**src/hw/icache_consts.svh**
```systemverilog
`ifndef ICACHE_CONSTS_SVH
`define ICACHE_CONSTS_SVH

// fetch address width in bits
`define ICACHE_ADDR_W 32

// direct-mapped store geometry
`define ICACHE_LINES 32
`define ICACHE_LINE_BYTES 8 // two instruction words per line

// outstanding block requests
`define ICACHE_SLOTS 4

// blocks fetched ahead of the current block
`define ICACHE_PREFETCH_DEPTH 7

// fully associative victim buffer
`define ICACHE_VICTIM_WAYS 2

`endif

```
**src/hw/icache_addr_pkg.sv**
```systemverilog
package icache_addr_pkg;

    `include "icache_consts.svh"

    // direct-mapped decode of a fetch address
    typedef struct packed {
        logic [`ICACHE_ADDR_W-17:0] upper;
        logic [7:0]                 tag;
        logic [4:0]                 index;
        logic                       word_sel; // upper or lower word of the line
        logic [1:0]                 byte_off;
    } line_view_t;

    // victim decode, tag is line tag joined to index
    typedef struct packed {
        logic [`ICACHE_ADDR_W-17:0] upper;
        logic [12:0]                tag;
        logic [2:0]                 offset;
    } victim_view_t;

    typedef union packed {
        line_view_t   line;
        victim_view_t victim;
    } fetch_addr_u;

    typedef struct packed {
        logic        valid;
        logic [7:0]  tag;
        logic [63:0] data;
    } icache_line_t;

    typedef struct packed {
        logic        valid;
        logic [12:0] tag;
        logic [63:0] data;
    } victim_line_t;

endpackage

```
**src/hw/mem_bus_pkg.sv**
```systemverilog
package mem_bus_pkg;

    // command toward memory, only loads in an instruction cache
    typedef enum logic [1:0] {
        BUS_NONE = 2'b00,
        BUS_LOAD = 2'b01
    } bus_command_e;

    // transaction tag handed out by memory
    // zero means no tag, on both the response and the data return
    typedef logic [3:0] mem_tag_t;

endpackage

```
**src/hw/miss_slot_if.sv**
```systemverilog
`timescale 1ns/10ps

interface miss_slot_if
    import icache_addr_pkg::*, mem_bus_pkg::*;
();

    logic        alloc;         // strobe, take alloc_addr
    fetch_addr_u alloc_addr;
    logic        flush;         // strobe, drop the request
    logic        busy;
    logic        waiting_issue;
    logic        waiting_data;
    fetch_addr_u slot_addr;
    logic        issued;        // strobe, memory accepted with issued_tag
    mem_tag_t    issued_tag;
    mem_tag_t    fill_tag;      // returning tag, same on every slot
    logic        filled;        // strobe, fill_tag matched this slot

    modport ctrl (output alloc, alloc_addr, flush, input busy);

    modport port (
        input  waiting_issue, waiting_data, slot_addr, filled,
        output issued, issued_tag, fill_tag
    );

    modport slot (
        input  alloc, alloc_addr, flush, issued, issued_tag, fill_tag,
        output busy, waiting_issue, waiting_data, slot_addr, filled
    );

endinterface

```
**src/hw/miss_slot.sv**
```systemverilog
`timescale 1ns/10ps

module miss_slot
    import icache_addr_pkg::*, mem_bus_pkg::*;
(
    input  logic      clock,
    input  logic      reset,
    miss_slot_if.slot slot
);

    typedef enum logic [1:0] {
        SLOT_IDLE,
        SLOT_WAIT_ISSUE,
        SLOT_WAIT_DATA
    } slot_state_e;

    slot_state_e state;
    fetch_addr_u addr;
    mem_tag_t    tag;    // valid only while waiting for data

    assign slot.busy          = (state != SLOT_IDLE);
    assign slot.waiting_issue = (state == SLOT_WAIT_ISSUE);
    assign slot.waiting_data  = (state == SLOT_WAIT_DATA);
    assign slot.slot_addr     = addr;

    // a flushed slot no longer owns its tag
    assign slot.filled = (state == SLOT_WAIT_DATA) && (slot.fill_tag != '0)
                         && (slot.fill_tag == tag) && !slot.flush;

    always_ff @(posedge clock) begin
        if (reset) begin
            state <= SLOT_IDLE;
        end else if (slot.flush) begin
            state <= SLOT_IDLE;
        end else begin
            case (state)
                SLOT_IDLE:       if (slot.alloc) state <= SLOT_WAIT_ISSUE;
                SLOT_WAIT_ISSUE: if (slot.issued) state <= SLOT_WAIT_DATA;
                SLOT_WAIT_DATA:  if (slot.filled) state <= SLOT_IDLE;
                default:         state <= SLOT_IDLE;
            endcase
        end
    end

    always_ff @(posedge clock) begin
        if (slot.alloc && (state == SLOT_IDLE)) begin
            addr <= slot.alloc_addr;
        end
        if (slot.issued) begin
            tag <= slot.issued_tag;
        end
    end

endmodule

```
**src/flat_wrapper.sv**
```systemverilog
// flat-port wrapper written by rule: the top's interface ports become plain ports
module miss_slot_flat import icache_addr_pkg::*, mem_bus_pkg::*;
  (clock, reset, slot_alloc, slot_alloc_addr, slot_flush, slot_issued, slot_issued_tag, slot_fill_tag, slot_busy, slot_waiting_issue, slot_waiting_data, slot_slot_addr, slot_filled);
  miss_slot_if slot_i ();
  input  logic clock;
  input  logic reset;
  input wire logic [$bits(slot_i.alloc)-1:0] slot_alloc;
  input wire logic [$bits(slot_i.alloc_addr)-1:0] slot_alloc_addr;
  input wire logic [$bits(slot_i.flush)-1:0] slot_flush;
  input wire logic [$bits(slot_i.issued)-1:0] slot_issued;
  input wire logic [$bits(slot_i.issued_tag)-1:0] slot_issued_tag;
  input wire logic [$bits(slot_i.fill_tag)-1:0] slot_fill_tag;
  output wire logic [$bits(slot_i.busy)-1:0] slot_busy;
  output wire logic [$bits(slot_i.waiting_issue)-1:0] slot_waiting_issue;
  output wire logic [$bits(slot_i.waiting_data)-1:0] slot_waiting_data;
  output wire logic [$bits(slot_i.slot_addr)-1:0] slot_slot_addr;
  output wire logic [$bits(slot_i.filled)-1:0] slot_filled;
  assign slot_i.alloc = slot_alloc;
  assign slot_i.alloc_addr = slot_alloc_addr;
  assign slot_i.flush = slot_flush;
  assign slot_i.issued = slot_issued;
  assign slot_i.issued_tag = slot_issued_tag;
  assign slot_i.fill_tag = slot_fill_tag;
  assign slot_busy = slot_i.busy;
  assign slot_waiting_issue = slot_i.waiting_issue;
  assign slot_waiting_data = slot_i.waiting_data;
  assign slot_slot_addr = slot_i.slot_addr;
  assign slot_filled = slot_i.filled;
  miss_slot u_core (.clock(clock), .reset(reset), .slot(slot_i));
endmodule
```
**config.mk**
```make
export PLATFORM = sky130hd
export DESIGN_NAME = miss_slot_flat
export DESIGN_NICKNAME = d
export VERILOG_FILES = /design/src/hw/icache_addr_pkg.sv /design/src/hw/mem_bus_pkg.sv /design/src/hw/miss_slot_if.sv /design/src/hw/miss_slot.sv /design/src/flat_wrapper.sv
export VERILOG_INCLUDE_DIRS = /design/src /design/src/hw
export SDC_FILE = /design/constraint.sdc
export NUM_CORES = 1
export LEC_CHECK = 0
export ABC_AREA = 0
export ABC_CLOCK_PERIOD_IN_PS = 3050
export BUFFER_PORTS_ARGS = -buffer_cell sky130_fd_sc_hd__clkbuf_2
export CAP_MARGIN = 20
export CORE_MARGIN = 4
export CORE_UTILIZATION = 41
export CTS_CLUSTER_DIAMETER = 40
export CTS_CLUSTER_SIZE = 25
export DETAILED_ROUTE_END_ITERATION = 8
export PLACE_DENSITY = 0.78
export SYNTH_ARGS = -nofsm -noshare
export SYNTH_HDL_FRONTEND = slang
export SYNTH_SLANG_ARGS = --single-unit
```
**constraint.sdc**
```tcl
create_clock -name clock -period 3.05 [get_ports clock]
set_input_delay 0.1525 -clock clock [delete_from_list [all_inputs] [get_ports clock]]
set_output_delay 0.1525 -clock clock [all_outputs]
set_load 0.03 [all_outputs]
```
==> results of run 1 <==
## power breakdown
group	internal (mW)	switching, mW
clock network	0.0858	0.153
registers	0.610	0.0100
logic	0.0774	0.108
total	0.773	0.270
## cells in the final DEF (no fill, tap or decap), drive strengths merged, types with 2 or more instances in the layout
cell | netlist | layout
clkbuf | 0 | 85
dlygate4sd3 | 0 | 36
edfxtp | 36 | 36
xnor2 | 4 | 4
nor2 | 3 | 3
inv | 2 | 2
dfxtp | 2 | 2
or2 | 2 | 2
clkinv | 0 | 2
## area by class of cell
class / instances / area, um^2 / area share [%]
Sequential cell: 38 / 1121 / 52.83
Timing Repair Buffer: 117 / 768.2 / 36.20
Multi-Input combinational cell: 19 / 132.6 / 6.250
Tap cell: 31 / 38.79 / 1.828
Clock buffer: 5 / 37.54 / 1.769
Clock inverter: 3 / 16.27 / 0.7665
Inverter: 2 / 7.507 / 0.3538
## layer usage
layer  wire length [um]  track usage [%]  vias to the layer above
li1                   -                -                      476
met1               1037            15.68                      459
met2               1957            33.38                       47
met3                191            4.796                        6
met4                 71            8.356                        0
met5                  0                0                        -
## what timing repair did
action | CTS | global route
endpoints found under the hold margin | 36 | 0
buffers inserted | 0 | 0
hold buffers | 36 | 0
endpoints found under the setup margin | 0 | 0
## critical path: stages, from the launching register on
cell and delay, ns:
dfxtp_1 0.39, or2b_1 0.29, nor4_1 0.26, clkbuf_2 0.25
## path summary, 6_finish.rpt
kind,from,endpoint,slack [ns],cells past startpoint
max,u_core.state[1],slot_filled,1.39,3
max reg2reg,u_core.state[1],u_core.slot.slot_addr[4],1.60,3
min,slot_alloc,u_core.state[0],0.12,3
min reg2reg,u_core.state[1],u_core.state[0],0.50,1
## kinds of logic after synthesis
| kind of cell | Yosys count | synth area share, % |
|---|---|---|
| simple gates | 12 | 5.468 |
| xor+xnor | 4 | 2.783 |
| buf+inv | 2 | 0.5966 |
| flops | 38 | 89.07 |
| compound gates | 3 | 2.088 |
## per-stage QoR
| step | area, um^2 | utilization [%] |
|---|---|---|
| 6_report | 2122 | 74.39 |
| 3_3_place_gp | 1708 | 59.87 |
| 3_5_place_dp | 1708 | 59.87 |
| 2_1_floorplan | 1259 | - |
| 5_1_grt | 2122 | 74.39 |
| 4_1_cts | 2122 | 74.39 |
## flip-flops by register name, summed over array words and instances, names as in the netlist
name,flops
u_core.slot.slot_addr,32
u_core.tag,4
u_core.state,2
==> impl_metrics.json, run 1 <==
{
  "yosys_warnings": 0,
  "num_io_pins": 81,
  "path_class": "flop to output port",
  "grt_usage_pct": 17.05,
  "synthCells": 59,
  "clockBufferDepth": 2,
  "final_max_slew_viol_count": 0,
  "end_kind": "output port",
  "grt_pass1_wl_um": 5016,
  "portBuffers": 80,
  "place_congestion": 0.7752,
  "postRouteAntennaNets": 0,
  "antenna_found_initial": 0,
  "maxSlewHeadroom_pct": 73.32,
  "dr.pass1.iters": 4,
  "clk_pin_slew_ns": 0.10,
  "grt_pass1_vias": 1032,
  "max_freq_mhz": 603.9,
  "final.setup.worst_slack_ns": 1.394,
  "synth_edf_count": 36,
  "die_height_um": 63.41,
  "tightest_slew_ns": 0.3950,
  "n_fill_cell": 186,
  "max-cap-violations": 0,
  "antenna_cells": 0,
  "place_ws_ns": 1.615,
  "avgSynthCellArea_um2": 21.33,
  "crit_path_max_fanout": 5,
  "period_share_pct": 54.29,
  "syn_area_mm2": 0.001259,
  "fin_setup_tns_ns": 0,
  "insertion_delay_ns": 0.32,
  "htreeDepth": 2,
  "startpoint_type": "flop",
  "grt.overflow.total": 0,
  "status": "completed",
  "ys.flop_type": "edfxtp_1",
  "place_hpwl_um": 2013,
  "tritoncts": "done",
  "synth_top_area_share_pct": 85.88,
  "dieWidth_um": 63.41,
  "nets": 228,
  "hold_violations": 0,
  "core_area_mm2": 0.002853,
  "via_per_inst": 4.595,
  "clock_sinks": 38,
  "synth_most_common_cell": "edfxtp_1",
  "syn_nets": 104,
  "routedWlPerCell_um": 15.15,
  "whs_ns": 0.1168,
  "ir_drop_mv": 0.4027,
  "root_buffer": "clkbuf_4",
  "yosys-top-cells-area": "edfxtp_1 86%, dfxtp_1 3.2%, xnor2_1 2.8%",
  "syn_to_final_growth_pct": 68.59,
  "start_util_pct": 44.12,
  "synth_cell_types": 17,
  "fin_cells": 215,
  "seq_area_frac_synth_pct": 89.07,
  "drc": 0,
  "p_leak_nw": 0.9418,
  "post-route-min-period_ns": 1.656,
  "grt_start_max_net_pins": 33,
  "cts_resized": 0,
  "initialDrtViolationCount": 48,
  "postSynth.asyncResetShare_pct": 0,
  "routed-via-count": 988,
  "rows": 19,
  "placed_cells": 171,
  "skew_ns": 0.007530,
  "yosysTopAreaCell": "edfxtp_1",
  "hold_class": "input port to flop",
  "finalSetupViolCount": 0,
  "critPathRequiredTime_ns": 2.90,
  "routed_wirelength_um": 3257,
  "power.total_mw": 1.044,
  "tritoncts.num_buffers": 5,
  "rsz0062_at_grt": "false",
  "drive_above_1_share_pct": 49.46,
  "synth_common_cells": "36 x edfxtp_1, 4 x xnor2_1, 3 x nor2_1, 2 x dfxtp_1, 2 x inv_1",
  "p_per_area_mw_per_mm2": 491.9,
  "ys_ff_latch": 38,
  "crit_arrival_ns": 1.50,
  "dieArea_mm2": 0.004020
}
Power figures use the tool's default switching activity.
==> inputs of run 2 (changes only) <==
ABC_CLOCK_PERIOD_IN_PS = 1650   (was 3050)
clock period = 1.65 ns   (was 3.05 ns; I/O delays follow)
==> run 2 against run 1 <==
Compared with the run above:
- design area is 1.0% higher
- core utilization is 0.75 points higher
- via count is 0.30% lower
- non-clock buffer count is 1 higher
- die area stayed put
- global-route usage is 2.0 points higher
- clock skew is 0.0071 ns higher
- sequential share of layout area is 0.52 points lower
- clock power is 90% higher
- cell count is 0.47% higher
- critical path type unchanged
- critical endpoint unchanged
==> impl_metrics.json, run 2 (synthesized netlist as in run 1, its figures left out) <==
{
  "postRouteAntennaNets": 0,
  "tightest_slew_ns": 0.5041,
  "drive_above_1_share_pct": 50.27,
  "max_stage_delay_ns": 0.39,
  "tritoncts": "done",
  "placed_cells": 172,
  "startpoint_type": "flop",
  "tritoncts.num_buffers": 5,
  "nets": 229,
  "rrSetupSlack_ns": 0.31,
  "cp.depth": 3,
  "final_common_cell": "clkbuf_2",
  "rows": 19,
  "reg2reg_from": "u_core.state[1]",
  "place_hpwl_um": 2004,
  "crit_start": "u_core.state[1]",
  "grt_usage_pct": 19.05,
  "largest_register_ffs": 32,
  "antenna_cells": 0,
  "postLayoutCoreUtil_pct": 75.13,
  "p_per_area_mw_per_mm2": 910.2,
  "routedWlPerCell_um": 16.30,
  "drc": 0,
  "root_buffer": "clkbuf_4",
  "dr.pass1.iters": 4,
  "antenna_found_initial": 0,
  "grt.overflow.total": 0,
  "grt_pass1_wl_um": 5637,
  "crit_arrival_ns": 1.46,
  "core_area_mm2": 0.002853,
  "dieWidth_um": 63.41,
  "clockBufferDepth": 2,
  "place_congestion": 0.7762,
  "path_class": "flop to output port",
  "max-cap-violations": 0,
  "die_height_um": 63.41,
  "cp_top_family": "simple AND/OR/NAND/NOR gates",
  "r2r-end": "u_core.slot.slot_addr[2]",
  "syn_to_final_growth_pct": 70.28,
  "grt_pass1_vias": 1137,
  "maxSlewHeadroom_pct": 65.96,
  "end_kind": "output port",
  "power.total_mw": 1.951,
  "crit_buf_inv": 1,
  "max_freq_mhz": 647.4,
  "clock_sinks": 38,
  "fin_cells": 216,
  "cp-endpoint": "slot_filled",
  "status": "completed",
  "rsz0062_at_grt": "false",
  "fin_setup_tns_ns": 0,
  "p_leak_nw": 0.9488,
  "postCtsSetupBuffers": 0,
  "finalSetupViolCount": 0,
  "post-route-min-period_ns": 1.545,
  "clk_pin_slew_ns": 0.11,
  "final_cell_mix": "79 x clkbuf_2, 36 x dlygate4sd3_1, 36 x edfxtp_1",
  "critPathRequiredTime_ns": 1.57,
  "period_share_pct": 93.62,
  "insertion_delay_ns": 0.34,
  "initialDrtViolationCount": 49,
  "hold_violations": 0,
  "portBuffers": 80,
  "final_max_slew_viol_count": 0,
  "ir_drop_mv": 0.6952,
  "skew_ns": 0.01466,
  "grt_start_max_net_pins": 20,
  "crit_chain": "or2b_1 > nor4_2 > buf_4",
  "routed_wirelength_um": 3521,
  "hold_class": "input port to flop",
  "hp-start": "slot_alloc",
  "cp_slowest_cell": "dfxtp_1",
  "crit_path_max_fanout": 5,
  "start_util_pct": 44.12,
  "num_io_pins": 81,
  "via_per_inst": 4.560,
  "rr_worst_depth": 3,
  "dieArea_mm2": 0.004020,
  "routed-via-count": 985,
  "htreeDepth": 2
}
run 2: routing by layer:
metal,vias to the layer above,GRT usage (%),part of all wire [%]
met5,-,0,0
met4,0,7.008,1.3
met3,4,6.927,6.4
met2,49,37.42,60
met1,457,17.38,32
li1,475,-,-
run 2: how the worst min path moves through the flow:
| stage | to | depth (start not counted) |
|---|---|---|
| final | u_core.state[0] | 3 |
| after detailed placement | u_core.slot.slot_addr[11] | 1 |
| after floorplan | u_core.slot.slot_addr[0] | 0 |
| after CTS | u_core.state[0] | 3 |
| after global routing | u_core.tag[2] | 1 |
| after global placement | u_core.slot.slot_addr[3] | 1 |
run 2: area by class of cell:
cell class | count | area (um^2)
timing repair buffer | 118 | 778.2
clock inverter | 3 | 16.27
sequential | 38 | 1121
fill | 171 | 709.4
multi-input combinational | 19 | 143.9
tap | 31 | 38.79
inverter | 2 | 7.507
clock buffer | 5 | 37.54
run 2: repair_timing:
action                                 CTS  global route
setup endpoints to repair                0             1
endpoints found under the hold margin   36             0
resized for setup                        0             2
hold buffers                            36             0
run 2: worst reg2reg max path, cell delays in order (launching register included):
cell and delay, ns:
dfxtp_1 0.35, or2_2 0.33, nor2_4 0.09, buf_4 0.26
run 2: per-stage QoR:
| step | setup slack (ns) | instance area [um^2] | hold slack, ns |
|---|---|---|---|
| 2_1_floorplan | 0.02179 | 1272 | 0.1814 |
| 3_3_place_gp | 0.3503 | 1727 | 0.2607 |
| 3_5_place_dp | 0.3281 | 1727 | 0.2611 |
| 4_1_cts | 0.05291 | 2141 | 0.01409 |
| 5_1_grt | 0.0006971 | 2143 | 0.02718 |
| 6_report | 0.1053 | 2143 | 0.01747 |
run 2: power by group:
| part | total (mW) | internal [mW] | switching (mW) |
|---|---|---|---|
| logic | 0.348 | 0.146 | 0.201 |
| clock network | 0.453 | 0.159 | 0.295 |
| registers | 1.15 | 1.13 | 0.0218 |
| total | 1.95 | 1.43 | 0.518 |
